===== config.mk =====
export PLATFORM = sky130hd
export DESIGN_NAME = branch_predictor
export DESIGN_NICKNAME = d
export VERILOG_FILES = /design/src/design/bp_pkg.sv /design/src/design/branch_predictor.sv /design/src/design/hysteresis_saturating_counter.sv /design/src/design/prediction_select.sv /design/src/design/update_dispatch.sv
export SDC_FILE = /design/constraint.sdc
export NUM_CORES = 1
export LEC_CHECK = 0
export BUFFER_PORTS_ARGS = -buffer_cell sky130_fd_sc_hd__buf_2
export CAP_MARGIN = 5
export CORE_ASPECT_RATIO = 0.75
export CORE_UTILIZATION = 57
export CTS_CLUSTER_SIZE = 14
export DETAILED_ROUTE_END_ITERATION = 8
export PLACE_DENSITY = 0.79
export SLEW_MARGIN = 5
export SYNTH_ARGS = -nofsm -noshare
export SYNTH_HDL_FRONTEND = slang
export SYNTH_SLANG_ARGS = --single-unit

===== constraint.sdc =====
create_clock -name clock -period 3.4 [get_ports clock]
set_input_delay 1.02 -clock clock [delete_from_list [all_inputs] [get_ports clock]]
set_output_delay 1.02 -clock clock [all_outputs]
set_load 0.02 [all_outputs]

===== src/design/bp_pkg.sv =====
// Shared predictor constants and types; the queue widths assume BP_UPDATE_CREDITS of 2 or more
package bp_pkg;

  // Table geometry
  localparam int BP_ENTRIES     = 16;
  localparam int BP_INDEX_WIDTH = 4;

  // Counter shape for each entry
  localparam int BP_COUNT_RANGE = 8;
  localparam int BP_COUNT_WIDTH = 3;
  localparam int BP_COERCIVITY  = 1;

  // Weakly not-taken out of reset
  localparam int BP_COUNT_RESET = 3;

  // Upper half of the range predicts taken
  localparam int BP_TAKEN_THRESHOLD = 4;

  // Update queue depth, equal to the sender's starting credits
  localparam int BP_UPDATE_CREDITS = 4;

  // Queue pointer and occupancy widths follow from the depth
  localparam int BP_QUEUE_PTR_WIDTH = $clog2(BP_UPDATE_CREDITS);
  localparam int BP_QUEUE_OCC_WIDTH = $clog2(BP_UPDATE_CREDITS + 1);

  // Instruction address width
  localparam int PC_WIDTH = 32;

  // Program counter
  typedef logic [PC_WIDTH-1:0] pc_t;

  // Index into the counter table
  typedef logic [BP_INDEX_WIDTH-1:0] bp_index_t;

  // Value of one counter
  typedef logic [BP_COUNT_WIDTH-1:0] bp_count_t;

  // Folds two nibbles of the word address into a table index
  // Bits 1:0 are the byte offset and carry no information
  // Same hash on the lookup and update sides keeps both on one entry
  function automatic bp_index_t bp_index_of(input pc_t pc);
    bp_index_t low_bits;
    bp_index_t high_bits;
    low_bits  = pc[5:2];
    high_bits = pc[9:6];
    return low_bits ^ high_bits;
  endfunction

endpackage


===== src/design/branch_predictor.sv =====
// Bimodal direction predictor without history, tags or flush; one table access per cycle
module branch_predictor
  import bp_pkg::*;
(
  input  logic clock,
  input  logic resetn,

  // Lookup channel
  input  logic lookup_valid,
  input  pc_t  lookup_pc,
  output logic predict_valid,
  output logic predict_taken,

  // Update channel with credit return
  input  logic update_valid,
  input  pc_t  update_pc,
  input  logic update_taken,
  output logic update_credit
);

  // Per-entry step strobes from the dispatcher
  logic [BP_ENTRIES-1:0] entry_increment;
  logic [BP_ENTRIES-1:0] entry_decrement;

  // All counts packed, entry i at slice i
  logic [BP_ENTRIES*BP_COUNT_WIDTH-1:0] entry_counts;

  // Update queue, stalled by lookups
  update_dispatch i_update_dispatch (
    .clock           (clock),
    .resetn          (resetn),
    .update_valid    (update_valid),
    .update_pc       (update_pc),
    .update_taken    (update_taken),
    .lookup_valid    (lookup_valid),
    .entry_increment (entry_increment),
    .entry_decrement (entry_decrement),
    .update_credit   (update_credit)
  );

  // Counter table
  for (genvar entry = 0; entry < BP_ENTRIES; entry++) begin : g_entry
    hysteresis_saturating_counter #(
      .RANGE       (BP_COUNT_RANGE),
      .COERCIVITY  (BP_COERCIVITY),
      .RESET_VALUE (BP_COUNT_RESET)
    ) i_counter (
      .clock     (clock),
      .resetn    (resetn),
      .increment (entry_increment[entry]),
      .decrement (entry_decrement[entry]),
      .count     (entry_counts[entry*BP_COUNT_WIDTH +: BP_COUNT_WIDTH])
    );
  end

  // Lookup side read port
  prediction_select i_prediction_select (
    .clock         (clock),
    .resetn        (resetn),
    .lookup_valid  (lookup_valid),
    .lookup_pc     (lookup_pc),
    .entry_counts  (entry_counts),
    .predict_valid (predict_valid),
    .predict_taken (predict_taken)
  );

endmodule


===== src/design/hysteresis_saturating_counter.sv =====
// Count port is bp_count_t, so RANGE must fit in BP_COUNT_WIDTH bits; increment wins over decrement
module hysteresis_saturating_counter
  import bp_pkg::*;
#(
  parameter int RANGE       = 8,
  parameter int COERCIVITY  = 1,
  parameter int RESET_VALUE = 0
) (
  input  logic      clock,
  input  logic      resetn,
  input  logic      increment,
  input  logic      decrement,
  output bp_count_t count
);

  // Ends of the range
  localparam int COUNT_MIN = 0;
  localparam int COUNT_MAX = RANGE - 1;

  // The two values either side of the middle
  localparam int HALF_LOW  = RANGE / 2 - 1;
  localparam int HALF_HIGH = RANGE / 2;

  // Landing points of the hysteresis jump
  localparam int JUMP_LOW  = HALF_LOW - COERCIVITY;
  localparam int JUMP_HIGH = HALF_HIGH + COERCIVITY;

  logic at_min;
  logic at_max;
  logic at_half_low;
  logic at_half_high;

  // Position decode of the current count
  assign at_min       = (count == bp_count_t'(COUNT_MIN));
  assign at_max       = (count == bp_count_t'(COUNT_MAX));
  assign at_half_low  = (count == bp_count_t'(HALF_LOW));
  assign at_half_high = (count == bp_count_t'(HALF_HIGH));

  always_ff @(posedge clock or negedge resetn) begin
    if (!resetn) begin
      count <= bp_count_t'(RESET_VALUE);
    end else if (increment && !at_max) begin
      // Crossing upward skips the gap
      if (at_half_low) begin
        count <= bp_count_t'(JUMP_HIGH);
      end else begin
        count <= count + 1'b1;
      end
    end else if (decrement && !at_min) begin
      // Crossing downward skips the gap
      if (at_half_high) begin
        count <= bp_count_t'(JUMP_LOW);
      end else begin
        count <= count - 1'b1;
      end
    end
    // Otherwise hold, including a saturated step
  end

endmodule


===== src/design/prediction_select.sv =====
// Fixed one-cycle latency and no back-pressure; counts are read as they stand before the edge
module prediction_select
  import bp_pkg::*;
(
  input  logic                                 clock,
  input  logic                                 resetn,
  input  logic                                 lookup_valid,
  input  pc_t                                  lookup_pc,
  input  logic [BP_ENTRIES*BP_COUNT_WIDTH-1:0] entry_counts,
  output logic                                 predict_valid,
  output logic                                 predict_taken
);

  bp_index_t lookup_index;
  bp_count_t selected_count;
  logic      count_taken;

  // Same hash as the update side
  assign lookup_index = bp_index_of(lookup_pc);

  // Slice the flat count bus at the indexed entry
  assign selected_count = entry_counts[lookup_index*BP_COUNT_WIDTH +: BP_COUNT_WIDTH];

  // Upper half of the counter means taken
  assign count_taken = (selected_count >= bp_count_t'(BP_TAKEN_THRESHOLD));

  // Valid follows the lookup by one cycle
  always_ff @(posedge clock or negedge resetn) begin
    if (!resetn) begin
      predict_valid <= 1'b0;
    end else begin
      predict_valid <= lookup_valid;
    end
  end

  // Direction held low when no lookup
  always_ff @(posedge clock or negedge resetn) begin
    if (!resetn) begin
      predict_taken <= 1'b0;
    end else begin
      predict_taken <= lookup_valid && count_taken;
    end
  end

endmodule


===== src/design/update_dispatch.sv =====
// Queue never overflows only if the sender honours its credits; lookups stall retirement
module update_dispatch
  import bp_pkg::*;
(
  input  logic                  clock,
  input  logic                  resetn,
  input  logic                  update_valid,
  input  pc_t                   update_pc,
  input  logic                  update_taken,
  input  logic                  lookup_valid,
  output logic [BP_ENTRIES-1:0] entry_increment,
  output logic [BP_ENTRIES-1:0] entry_decrement,
  output logic                  update_credit
);

  // Last slot, where the pointers wrap
  localparam int LAST_SLOT = BP_UPDATE_CREDITS - 1;

  // Queue storage, one index and direction per slot
  bp_index_t queue_index [BP_UPDATE_CREDITS];
  logic      queue_taken [BP_UPDATE_CREDITS];

  // Queue control
  logic [BP_QUEUE_PTR_WIDTH-1:0] write_ptr;
  logic [BP_QUEUE_PTR_WIDTH-1:0] read_ptr;
  logic [BP_QUEUE_OCC_WIDTH-1:0] occupancy;

  logic      queue_empty;
  logic      retire;
  bp_index_t head_index;
  logic      head_taken;

  assign queue_empty = (occupancy == '0);

  // Table port is free only without a lookup
  assign retire = !queue_empty && !lookup_valid;

  // Oldest pending update
  assign head_index = queue_index[read_ptr];
  assign head_taken = queue_taken[read_ptr];

  // Hash on entry so the queue holds only the index
  always_ff @(posedge clock) begin
    if (update_valid) begin
      queue_index[write_ptr] <= bp_index_of(update_pc);
      queue_taken[write_ptr] <= update_taken;
    end
  end

  // Write side advances on every accepted update
  always_ff @(posedge clock or negedge resetn) begin
    if (!resetn) begin
      write_ptr <= '0;
    end else if (update_valid) begin
      if (write_ptr == BP_QUEUE_PTR_WIDTH'(LAST_SLOT)) begin
        write_ptr <= '0;
      end else begin
        write_ptr <= write_ptr + 1'b1;
      end
    end
  end

  // Read side advances on every retirement
  always_ff @(posedge clock or negedge resetn) begin
    if (!resetn) begin
      read_ptr <= '0;
    end else if (retire) begin
      if (read_ptr == BP_QUEUE_PTR_WIDTH'(LAST_SLOT)) begin
        read_ptr <= '0;
      end else begin
        read_ptr <= read_ptr + 1'b1;
      end
    end
  end

  // Occupancy tracks push and pop together
  always_ff @(posedge clock or negedge resetn) begin
    if (!resetn) begin
      occupancy <= '0;
    end else begin
      case ({update_valid, retire})
        2'b10:   occupancy <= occupancy + 1'b1;
        2'b01:   occupancy <= occupancy - 1'b1;
        default: occupancy <= occupancy;
      endcase
    end
  end

  // One-hot step toward the branch outcome
  always_comb begin
    entry_increment = '0;
    entry_decrement = '0;
    if (retire) begin
      if (head_taken) begin
        entry_increment[head_index] = 1'b1;
      end else begin
        entry_decrement[head_index] = 1'b1;
      end
    end
  end

  // Credit goes back in the cycle after the slot frees
  always_ff @(posedge clock or negedge resetn) begin
    if (!resetn) begin
      update_credit <= 1'b0;
    end else begin
      update_credit <= retire;
    end
  end

endmodule


# ---- Yosys cells after proc, flatten, opt, wreduce, memory -nomap -nowiden
# Memories as Yosys holds them, arrays and structs flattened.
# Index checks and enable logic that the tools add are counted.
dict set report word_totals {
  mem_count 2
  in_bits 69
  wordCells 297
  ram_bits 20
  reg_bits 58
  output_inout_bits 3
}
dict set report classes {
  n_lt_le_gt_ge 3
  n_mux 75
  eq_ne 52
  n_addsub 36
  reduce_logical 103
  mul 1
  n_bitwise 2
  shifts 1
}
# name words width rd rd_clocked_by_memory_dff wr line_no
set mem_list {}
lappend mem_list {i_update_dispatch.queue_index 4 4 1 0 1 update_dispatch.sv:20} ;# bp_index_t queue_index [BP_UPDATE_CREDITS];
lappend mem_list {i_update_dispatch.queue_taken 4 1 1 0 1 update_dispatch.sv:21} ;# logic queue_taken [BP_UPDATE_CREDITS];
# cell n
set op_table {}
lappend op_table {{$mux 3} 64}
lappend op_table {{$eq 3x3->1 const B} 32}
lappend op_table {{$mux 16} 4}
lappend op_table {{$add 3x1->3 const B} 17}
lappend op_table {{$logic_not 3->1} 17}
lappend op_table {{$sub 3x1->3 const B} 17}
lappend op_table {{$eq 3x2->1 const B} 16}
lappend op_table {{$shiftx 48x7->3} 1}
lappend op_table {{$logic_and 1x1->1} 35}
lappend op_table {{$logic_not 1->1} 34}
lappend op_table {{$reduce_bool 2->1} 17}
lappend op_table {{$xor 4x4->4} 2}
lappend op_table {{$eq 2x2->1 const B} 3}
lappend op_table {{$mul 4x2->6 const B} 1}
lappend op_table {{$pmux 3 s2} 1}
lappend op_table {{$lt 4x5->1 const B} 1}
lappend op_table {{$add 2x1->2 const B} 2}
lappend op_table {{$demux 1 s4} 1}
lappend op_table {{$ge 4x1->1 const B} 1}
lappend op_table {{$mux 2} 2}
lappend op_table {{$ge 3x3->1 const B} 1}
lappend op_table {{$mux 1} 3}
lappend op_table {{$eq 2x1->1 const B} 1}

# ---- Logic depth before layout (Yosys ltp)
# Gate-level depths: netlist (run 1).
# An unclocked memory read counts as a cell.
dict set report logic_depth {
  depth_word 10
  ltp_mapped 9
  depth_no_buf 7
}

# ---- Cells and area by module
# From an unflattened synthesis (run 1), not the netlist that was laid out.
dict set report unflattened {
  hier_cells 538
  hier_area_um2 5949.5
}
# mod seq_area_each_um2 cells_per_inst area_per_inst_um2 instances
set by_module_without_submodules {}
lappend by_module_without_submodules {hysteresis_saturating_counter 77.6 25 257.7 16}
lappend by_module_without_submodules {update_dispatch 800.8 118 1567.8 1}
lappend by_module_without_submodules {prediction_select 50.0 20 257.7 1}

# ---- Worst setup path before layout (run 1)
# OpenSTA, ideal clock, no wires.
dict set report synth_timing {
  path_type {input to register}
  startpoint {input lookup_pc[7]}
  endpoint {register i_prediction_select.predict_taken}
  t_arrival_ns 2.540
  t_required_ns 3.281
  path_buffers 0
  setup_ns 0.119
  path_stages 4
  slack_ns 0.741
  cell_sequence {xor2_1 mux4_2 mux4_2 and2_1}
}
dict set report synth_via {
  elab_chain_len 5
}
# element line_no
set synth_rtl {}
lappend synth_rtl {{start, declared} branch_predictor.sv:10} ;# input pc_t lookup_pc,
lappend synth_rtl {{$xor 4x4->4} bp_pkg.sv:46} ;# return low_bits ^ high_bits;
lappend synth_rtl {{$mul 4x2->6} prediction_select.sv:22} ;# assign selected_count = entry_counts[lookup_index*BP_COUNT_WIDTH +: BP_COUNT_WIDTH];
lappend synth_rtl {{$shiftx 48x7->3} prediction_select.sv:22}
lappend synth_rtl {{$ge 3x3->1} prediction_select.sv:25} ;# assign count_taken = (selected_count >= bp_count_t'(BP_TAKEN_THRESHOLD));
lappend synth_rtl {{$logic_and 1x1->1} prediction_select.sv:41} ;# predict_taken <= lookup_valid && count_taken;
lappend synth_rtl {{end signal, assigned} prediction_select.sv:41}
lappend synth_rtl {{end, declared} prediction_select.sv:11} ;# output logic predict_taken
# No other way between the ends.
# A chain may end at the register's enable or synchronous reset.

# ---- Worst setup path in the final report (run 1)
dict set report layout_timing {
  startpoint {register i_update_dispatch.read_ptr[0]}
  endpoint {register g_entry[9].i_counter.count[0]}
}
dict set report layout_via {
  elab_chain_len 9
  elab_cells_between_ends 15
  cone_classes {2 x order compare; 7 x mux; 4 x reduce/logical; 2 x memory}
}
# element line_no
set layout_rtl {}
lappend layout_rtl {{start, declared} update_dispatch.sv:25} ;# logic [BP_QUEUE_PTR_WIDTH-1:0] read_ptr;
lappend layout_rtl {{start signal, assigned} update_dispatch.sv:71} ;# read_ptr <= read_ptr + 1'b1;
lappend layout_rtl {{$mem_v2 4x4} --}
lappend layout_rtl {{$lt 4x5->1 (implied by the code) or $ge 4x1->1 (tied branches)} {update_dispatch.sv:95, update_dispatch.sv:97}}
lappend layout_rtl {{$logic_and 1x1->1 (implied by the code)} {update_dispatch.sv:95, update_dispatch.sv:97}}
lappend layout_rtl {{$mux 1 (implied by the code)} {update_dispatch.sv:95, update_dispatch.sv:97}}
lappend layout_rtl {{$demux 1 s4} --}
lappend layout_rtl {{$mux 16} update_dispatch.sv:94} ;# if (head_taken) begin
lappend layout_rtl {{$mux 16} update_dispatch.sv:93} ;# if (retire) begin
lappend layout_rtl {{$logic_and 1x1->1, on equally long branches} {hysteresis_saturating_counter.sv:42, hysteresis_saturating_counter.sv:49}}
lappend layout_rtl {{$mux 3 or $reduce_bool 2->1 (tied branches)} --}
lappend layout_rtl {{end signal, assigned} hysteresis_saturating_counter.sv:41} ;# count <= bp_count_t'(RESET_VALUE);
lappend layout_rtl {{end signal, assigned} hysteresis_saturating_counter.sv:45} ;# count <= bp_count_t'(JUMP_HIGH);
lappend layout_rtl {{end signal, assigned} hysteresis_saturating_counter.sv:47} ;# count <= count + 1'b1;
lappend layout_rtl {{end, declared} hysteresis_saturating_counter.sv:13} ;# output bp_count_t count
# Several ways; a longest one is shown, not always the timed one.

==> results.md, run 1 <==
* Status: complete, no violations
* Area of the die at 10,500 µm²
* Sw Ratio at 0.422
* Mapped Cells at 552
* Hold crit path type: reg2reg
* Port bufs at 23
* Total core area at 9740 µm²
* Post-DP HPWL at 8880 µm
* Area delta synth->final at 10.1%
* Initial core utilization at 0.593
* Row cnt at 31
* # DRC at 0
* Max Cap Viol at 0
* Cts repair resizes at 0
* Sink Count at 78
* Final setup viols at 0
* Endpoint class of the critical path: flop
* Final wirelength at 12,000 µm
* Nets at 737
* Cell Pwr Density at 857 nW/µm²
* Post-route ant nets at 0
* 1st-iter DRT viols at 333
* Pin count of the biggest net entering global routing at 32
* VDD IR-drop max at 0.473 mV
* Max Transition Viols Final at 0
* Gr usage total at 0.246
* Synth area leader: ha_1
* Logic pwr share at 0.485
* ANT cells at 0
* Seq/Total Area, Yosys at 0.362
* Hold Fails Final Rpt at 0
* TritonCTS clock tree: yes
* P_int at 0.00315 W
* DIE HEIGHT at 89.2 µm
* Synth top area cells: ha_1, dfstp_2, dfrtp_1, edfxtp_1, nand2_1
* Clock transition at path regs at 0.07 ns
* CP Buf/Inv Count at 0
* First-pass GRT wire length at 20,400 µm
* LEAKAGE at 2.80 nW
* Layout cells sized above 1 at 0.183
* Gr ovfl total at 0
* CTS Hold Bufs at 0
* EDFF count, synth at 20
* Dpl ws at 0.329 ns
* Sequential share of power at 0.331
* Yosys top cell area share at 0.186
* DR vias/cell at 5.93
* H-tree Lvls at 3
* Critical path data required time at 3.68 ns
* WL per Instance at 16.7 µm
* Worst Slack Setup Final at 0.383 ns
* Number of global-route vias before repair at 4,334
* Startpoint class of the critical path: flop
* Setup Fix Bufs, Post-CTS at 0
* Final period util at 0.887
* Synth warnings at 0
* Critical path's slowest cell: mux4_2
* Synth async-reset ratio at 0.744
* Crit Path Category: reg2reg
* Initial antenna violation count at 0
* Crit path largest cell delay at 0.73 ns
* Syn Nets at 708
* Clock Root Buffer: clkbuf_16
* Cell variety after synth at 60
* Clk_lat worst skew at 0.34 ns
* TNS Setup at 0 ns
* Highest clock rate at 0.331 GHz
* CTS Buf Count at 9
* Avg Cell Area, Syn at 10.5 µm²
* Die W at 118 µm
* Switching power at 0.00230 W
* Syn Std Cell Area at 5780 µm²
* Cell family with most CP delay: simple AND/OR/NAND/NOR gates
* Crit-path max FO at 12
* Longest Clk Path Bufs at 2
* Period minus WS final at 3.02 ns
* Clock Skews at 0.00469 ns
* Main synth FF type: dfstp_2
* Vias post-DR at 4,256
* Worst slew margin at 0.485
* Crit-path cells: mux4_2, nor4b_2, nand4_1, a311oi_1, a211o_1
* Worst path arrival time at 3.30 ns
* Worst slew pin tran at 0.767 ns
* Clk network pwr share at 0.184
* Reg-to-reg slack, setup at 0.38 ns
* First-pass DRT Iterations at 5
* Final Wtd Congestion at 0.887
* Io pins at 72
* RSZ-0062 raised after global routing: no
* #FFs+latches synth at 78
==> layout by cell type, fill, tap and decap left out, types with 6 or more instances in the layout <==
master     count
o21ai_0       18
a21boi_0       6
a21oi_1       13
buf_2         23
mux4_2        10
inv_1         55
nand4_1        8
mux2i_1       23
mux2_2         7
dfstp_2       32
o31ai_1       12
clkbuf_16      9
nor2_1        26
ha_1          86
nand2_1       64
dfrtp_1       26
nor2b_1        7
edfxtp_1      20
nand3b_1       7
xor2_1        16
and2_1         6
a22o_1         7
o22ai_1        6
==> metrics by stage <==
stage	util	std cells	area, µm²	power (W)	hold WS (ns)
floorplan	-	552	5780	0.00375	0.456
global placement	0.622	702	6060	0.00424	0.472
detailed placement	0.622	702	6060	0.00442	0.477
CTS	0.653	718	6360	0.00546	0.493
global route	0.653	718	6360	0.00590	0.503
finish	0.653	718	6360	0.00545	0.488
==> cell usage after synthesis, types with 4 or more instances <==
cell type / instances
a211o_1: 5
a21boi_0: 6
a21oi_1: 13
a22o_1: 7
a311oi_1: 5
and2_1: 6
clkbuf_1: 6
dfrtp_1: 26
dfstp_2: 32
edfxtp_1: 20
ha_1: 86
inv_1: 55
mux2_2: 7
mux2i_1: 23
mux4_2: 10
nand2_1: 64
nand2b_1: 5
nand3b_1: 7
nand4_1: 8
nor2_1: 26
nor2b_1: 7
nor3b_1: 5
nor4_1: 4
nor4_2: 5
o21ai_0: 18
o22ai_1: 6
o31ai_1: 12
or4_1: 5
xnor2_1: 5
xor2_1: 16
==> layer usage <==
metal	track usage	wire length [µm]
met1	0.303	5320
met4	0.0781	158
met3	0.0651	712
met5	0	0
met2	0.431	5800
==> state kept, by name, indices dropped and copies added, names as in the netlist <==
signal / cells
i_prediction_select.predict_taken: 1
i_update_dispatch.read_ptr: 2
i_update_dispatch.write_ptr: 2
g_entry.i_counter.count: 48
i_update_dispatch.queue_index: 16
i_update_dispatch.queue_taken: 4
i_update_dispatch.update_credit: 1
i_update_dispatch.occupancy: 3
i_prediction_select.predict_valid: 1
==> worst min-delay path, cell delays in order, from the launching register on <==
cell	delay, ns
dfstp_2	0.37
nand2_1	0.05
o31ai_1	0.06
==> path summary, 6_finish.rpt <==
kind	from	end	cells past startpoint
max in group asynchronous	resetn	g_entry[5].i_counter.count[1]	2
min in group asynchronous	resetn	g_entry[14].i_counter.count[2]	1
worst max register to register	i_update_dispatch.read_ptr[0]	g_entry[9].i_counter.count[0]	5
worst max-delay path	i_update_dispatch.read_ptr[0]	g_entry[9].i_counter.count[0]	5
worst min-delay path	g_entry[12].i_counter.count[1]	g_entry[12].i_counter.count[1]	2
worst min register to register	g_entry[12].i_counter.count[1]	g_entry[12].i_counter.count[1]	2
==> cell families (layout without fill, tap and decap cells) <==
logic type,after synthesis,count (layout),share of synthesized area
AOI/OAI and AO/OA,91,91,0.113
DFF,78,78,0.362
xor gates and xnor gates,21,21,0.0318
muxes,43,43,0.0990
and+or+nand+nor,167,167,0.160
buffers and inverters,65,99,0.0442
adders and majority gates,87,87,0.190
==> power by group through the flow <==
stage / Clock (W) / Combinational, W / Sequential (W)
final: 0.00100 / 0.00264 / 0.00181
after global routing: 0.00106 / 0.00297 / 0.00186
after global placement: 0 / 0.00244 / 0.00179
after detailed placement: 0 / 0.00260 / 0.00182
after CTS: 0.00102 / 0.00263 / 0.00181
after floorplan: 0 / 0.00205 / 0.00170
==> final cells by class <==
cell class	instances	area [µm²]
multi-input cells	409	3430
fillers	732	3370
flip-flops and latches	78	2090
clock buffers	9	225
inverters	55	206
repair buffers	28	165
well taps	132	165
clock inverters	7	78.8
Power figures use the tool's default switching activity.
==> run 2, diff against run 1 <==
- CTS_BUF_LIST: default -> sky130_fd_sc_hd__clkbuf_4 sky130_fd_sc_hd__clkbuf_8
- CTS_CLUSTER_SIZE: 14 -> default
==> results.md, run 2 (same netlist as run 1, synthesis figures left out) <==
* First-pass DRT Iterations at 5
* LEAKAGE at 2.75 nW
* Clock Root Buffer: clkbuf_8
* Max Transition Viols Final at 0
* Cell Pwr Density at 826 nW/µm²
* Largest regs: g_entry.i_counter.count (48), i_update_dispatch.queue_index (16), i_update_dispatch.queue_taken (4)
* VDD IR-drop max at 0.465 mV
* Cell depth of the worst flop-to-flop path at 5
* Crit path largest cell delay at 0.73 ns
* Highest clock rate at 0.337 GHz
* Clock transition at path regs at 0.09 ns
* Gr usage total at 0.244
* RSZ-0062 raised after global routing: no
* Sequential share of power at 0.349
* Commonest non-fill, non-tap cell in the layout: ha_1
* Hold crit path type: reg2reg
* Critical path data required time at 3.70 ns
* Clk_lat worst skew at 0.38 ns
* Worst slew margin at 0.500
* Grt met2 use at 0.421
* Pin count of the biggest net entering global routing at 32
* TritonCTS clock tree: yes
* Post-DP HPWL at 8880 µm
* Critical path's slowest cell: nor4_1
* Largest register FFs at 48
* Number of global-route vias before repair at 4,263
* Logic pwr share at 0.506
* WL per Instance at 16.4 µm
* Area after DPL at 6060 µm²
* Startpoint class of the critical path: flop
* Gr busiest metal: met2
* DIE HEIGHT at 89.2 µm
* Initial antenna violation count at 0
* TNS Setup at 0 ns
* Endpoint class of the critical path: flop
* Clk network pwr share at 0.145
* Area of the multi-input gates at 3430 µm²
* Crit Path Category: reg2reg
* Sink Count at 78
* Clock Skews at 0.00745 ns
* Longest Clk Path Bufs at 2
* Met3 Use GR at 0.0733
* CTS Buf Count at 9
* Status: complete, no violations
* Max Cap Viol at 0
* Sequential cell area at 2090 µm²
* Port bufs at 23
* DR vias/cell at 5.88
* Post-route ant nets at 0
* Final period util at 0.874
* Setup Fix Bufs, Post-CTS at 0
* H-tree Lvls at 3
* Crit-path max FO at 15
* First-pass GRT wire length at 19,900 µm
* # fillers at 748
* Worst slew pin tran at 0.744 ns
* Total core area at 9740 µm²
* Sw Ratio at 0.436
* Switching power at 0.00226 W
* Layout cells sized above 1 at 0.183
* Final wirelength at 11,800 µm
* Final Wtd Congestion at 0.887
* 1st-iter DRT viols at 306
* Hold Fails Final Rpt at 0
* Gr ovfl total at 0
* Cell family with most CP delay: simple AND/OR/NAND/NOR gates
* Final setup viols at 0
* CP Buf/Inv Count at 0
* Commonest non-fill, non-tap cells in the layout: ha_1, nand2_1, inv_1, dfstp_2
* CTS Hold Bufs at 0
* Final Cell Area at 6260 µm²
* Critical path depth at 5
* Vias post-DR at 4,224
* ANT cells at 0
* Io pins at 72
* M1 GR Usage at 0.297
* # DRC at 0
* Area delta synth->final at 8.38%
* Crit-path cells: mux4_2, nand3_1, nor4_1, mux2_2, o2bb2ai_1
* Cells on Worst Hold Path at 2
* Row cnt at 31
* P_int at 0.00291 W
* Nets at 737
* Area of the die at 10,500 µm²
* Period minus WS final at 2.97 ns
* Cts repair resizes at 0
* Worst path arrival time at 3.27 ns
* Die W at 118 µm
* Biggest register: g_entry.i_counter.count
* Initial core utilization at 0.593
-- run 2: cell counts in the layout (fill, tap and decap cells not counted) --
No cell type changed its count.
-- run 2: metrics by stage --
stage | hold slack [ns] | instances | setup slack (ns) | utilization | total power, W
floorplan | 0.456 | 552 | 0.741 | - | 0.00375
global placement | 0.472 | 702 | 0.417 | 0.622 | 0.00424
detailed placement | 0.477 | 702 | 0.329 | 0.622 | 0.00442
CTS | 0.493 | 718 | 0.461 | 0.643 | 0.00519
global route | 0.507 | 718 | 0.119 | 0.643 | 0.00563
finish | 0.491 | 718 | 0.430 | 0.643 | 0.00517
-- run 2: worst min-delay path, cell delays in order, from the launching register on --
cell and delay (ns):
dfstp_2 0.39, nand2_1 0.04, o21ai_0 0.06
-- run 2: worst paths after layout --
path                                               start  slack, ns                        endpoint
setup / recovery           i_update_dispatch.read_ptr[0]       0.43   g_entry[6].i_counter.count[2]
hold / removal             g_entry[6].i_counter.count[1]       0.49   g_entry[6].i_counter.count[1]
setup reg to reg           i_update_dispatch.read_ptr[0]       0.43   g_entry[6].i_counter.count[2]
hold reg to reg            g_entry[6].i_counter.count[1]       0.49   g_entry[6].i_counter.count[1]
max in group asynchronous                         resetn       2.03   g_entry[4].i_counter.count[1]
min in group asynchronous                         resetn       0.68  g_entry[15].i_counter.count[2]
-- run 2: area by class of cell --
| cell class | instances | share of cell area |
|---|---|---|
| Tap cell | 132 | 0.0264 |
| Multi-Input combinational cell | 409 | 0.548 |
| Timing Repair Buffer | 28 | 0.0264 |
| Sequential cell | 78 | 0.334 |
| Inverter | 55 | 0.0330 |
| Clock buffer | 9 | 0.0198 |
| Clock inverter | 7 | 0.0126 |
-- run 2: metal layers --
layer / wire (µm) / vias to the layer above
met4: 163 / 0
met5: 0 / -
met1: 5140 / 2067
met3: 804 / 20
met2: 5650 / 103
li1: - / 2034
-- run 2: power groups by stage --
stage | Combinational [W] | Clock (W) | Sequential [W]
2_1_floorplan | 0.00205 | 0 | 0.00170
3_3_place_gp | 0.00244 | 0 | 0.00179
3_5_place_dp | 0.00260 | 0 | 0.00182
4_1_cts | 0.00262 | 0.000768 | 0.00180
5_1_grt | 0.00296 | 0.000805 | 0.00186
6_report | 0.00262 | 0.000750 | 0.00180
==> run 3, diff against run 2 <==
- ABC_AREA: default -> 1
- PLACE_DENSITY: 0.79 -> 0.78
==> results.md, run 3 <==
* ANT cells at 0
* Avg Cell Area, Syn at 7.63 µm²
* Endpoint class of the critical path: flop
* Final period util at 0.639
* Hold Fails Final Rpt at 0
* Initial antenna violation count at 0
* Critical path data required time at 3.67 ns
* Initial core utilization at 0.596
* Max Transition Viols Final at 0
* Gr ovfl total at 0
* First-pass DRT Iterations at 5
* Main synth FF type: dfstp_2
* Commonest cells in the netlist: nand2_1, inv_1, nand3_1
* Area delta synth->final at 6.80%
* # DRC at 0
* Io pins at 72
* Row cnt at 33
* Reg-to-reg slack, setup at 1.23 ns
* CTS Buf Count at 9
* Max Cap Viol at 0
* Nets at 1,054
* DR vias/cell at 5.02
* VDD IR-drop max at 0.430 mV
* RSZ-0062 raised after global routing: no
* Largest register FFs at 48
* Synth async-reset ratio at 0.744
* Worst r2r src: i_update_dispatch.read_ptr[1]
* Worst slew margin at 0.667
* Commonest non-fill, non-tap cells in the layout: nand2_1, inv_1, nand3_1, ha_1, o21ai_0
* HP Start: i_update_dispatch.occupancy[2]
* Hold crit path type: reg2reg
* Setup Fix Bufs, Post-CTS at 0
* Worst slew pin tran at 0.500 ns
* Syn Nets at 1,026
* Cts repair resizes at 0
* Synth top area cells: nand2_1, ha_1, dfstp_2, dfrtp_1, edfxtp_1
* # fillers at 927
* Final setup viols at 0
* Startpoint class of the critical path: flop
* Longest Clk Path Bufs at 2
* Worst reg2reg endpoint: g_entry[8].i_counter.count[2]
* Clk_lat worst skew at 0.37 ns
* TritonCTS clock tree: yes
* Cell depth of the worst flop-to-flop path at 9
* Clock Root Buffer: clkbuf_8
* #FFs+latches synth at 78
* Synth warnings at 0
* CTS Hold Bufs at 0
* Final Cell Area at 7090 µm²
* Yosys top cell area share at 0.165
* Worst path arrival time at 2.45 ns
* Syn Std Cell Area at 6640 µm²
* Seq/Total Area, Yosys at 0.315
* Commonest non-fill, non-tap cell in the layout: nand2_1
* Vias post-DR at 5,232
* Status: complete, no violations
* Worst Slack Setup Final at 1.23 ns
* EDFF count, synth at 20
* Die W at 127 µm
* TNS Setup at 0 ns
* WHS Endpoint: i_update_dispatch.occupancy[2]
* Port bufs at 23
* Clock transition at path regs at 0.10 ns
* Final Wtd Congestion at 0.905
* Post-route ant nets at 0
* Post-DP HPWL at 9530 µm
* H-tree Lvls at 3
* Total core area at 11,100 µm²
* Gr usage total at 0.236
* First-pass GRT wire length at 22,500 µm
* Period minus WS final at 2.17 ns
* Pin count of the biggest net entering global routing at 38
* 1st-iter DRT viols at 310
* Synth area leader: nand2_1
* Final wirelength at 12,600 µm
* Clock Skews at 0.0102 ns
* Biggest register: g_entry.i_counter.count
* Highest clock rate at 0.460 GHz
* WHS at 0.475 ns
* Area after DPL at 6880 µm²
* Sink Count at 78
* Crit Path Category: reg2reg
* Area of the die at 12,100 µm²
* Cell Pwr Density at 844 nW/µm²
* Largest regs: g_entry.i_counter.count (48), i_update_dispatch.queue_index (16), i_update_dispatch.queue_taken (4)
* Most frequent cell after synthesis: nand2_1
* Number of global-route vias before repair at 4,948
* Layout cells sized above 1 at 0.185
* Dpl ws at 0.903 ns
* Crit-path max FO at 16
* Cells on Worst Hold Path at 1
* WL per Instance at 12.1 µm
* DIE HEIGHT at 95.5 µm
* Mapped Cells at 870
* LEAKAGE at 3.85 nW
* Cell variety after synth at 34
[run 3: cell count changes in the layout (fill, tap and decap cells not counted), moves of 12 or more]
cell,delta
inv_1,+58
mux2i_1,-23
nand2_1,+228
nand2_2,+30
nand2_4,+18
nand3_1,+107
nor2_4,+12
o21ai_0,+18
o31ai_1,-12
[run 3: layout make-up]
type / instances / area, µm² / share of cell area
Clock buffer: 9 / 124 / 0.0175
Sequential cell: 78 / 2090 / 0.295
Timing Repair Buffer: 27 / 145 / 0.0205
Clock inverter: 7 / 86.3 / 0.0122
Multi-Input combinational cell: 656 / 4000 / 0.563
Inverter: 126 / 475 / 0.0670
Tap cell: 140 / 175 / 0.0247
[run 3: power by group]
group	switching, W	internal (W)
clock	0.000403	0.000357
combinational	0.00219	0.00123
sequential	0.000376	0.00143
total	0.00297	0.00302
[run 3: how the worst max path moves through the flow]
stage | from | depth (start not counted) | to | slack (ns)
2_1_floorplan | lookup_valid | 9 | i_update_dispatch.occupancy[2] | 0.98
3_3_place_gp | lookup_valid | 11 | g_entry[8].i_counter.count[0] | 0.95
3_5_place_dp | lookup_valid | 11 | g_entry[8].i_counter.count[0] | 0.90
4_1_cts | i_update_dispatch.read_ptr[1] | 9 | g_entry[8].i_counter.count[2] | 1.24
5_1_grt | i_update_dispatch.read_ptr[1] | 9 | g_entry[8].i_counter.count[0] | 1.0
6_report | i_update_dispatch.read_ptr[1] | 9 | g_entry[8].i_counter.count[2] | 1.23
[run 3: critical path, cell delays in order (launching register included)]
cell and delay, ns:
dfrtp_1 0.66, inv_1 0.34, nand2_1 0.17, nand2_2 0.25, nand3_1 0.26, nand2_1 0.09, nand2_2 0.11, inv_1 0.05
nand3_1 0.08, nand2_1 0.05
[run 3: metrics by stage]
stage	utilization	std cells	power, W
detailed placement	0.617	1027	0.00522
finish	0.636	1043	0.00599
floorplan	-	870	0.00459
CTS	0.636	1043	0.00602
global route	0.636	1043	0.00664
global placement	0.617	1027	0.00514
[run 3: cell families (layout without fill, tap and decap cells)]
logic type / count (synthesis) / in the layout / synth area share
flops: 78 / 78 / 0.315
simple gates: 506 / 506 / 0.379
compound gates: 47 / 47 / 0.0362
xor+xnor: 16 / 16 / 0.0211
buf+inv: 136 / 169 / 0.0835
fa+ha+maj: 87 / 87 / 0.165
[run 3: routing by layer]
metal,part of all wire,routed length [µm],track usage
met5,0,0,0
met4,0.016,199,0.0723
met3,0.044,558,0.0421
met2,0.44,5530,0.390
met1,0.50,6320,0.318
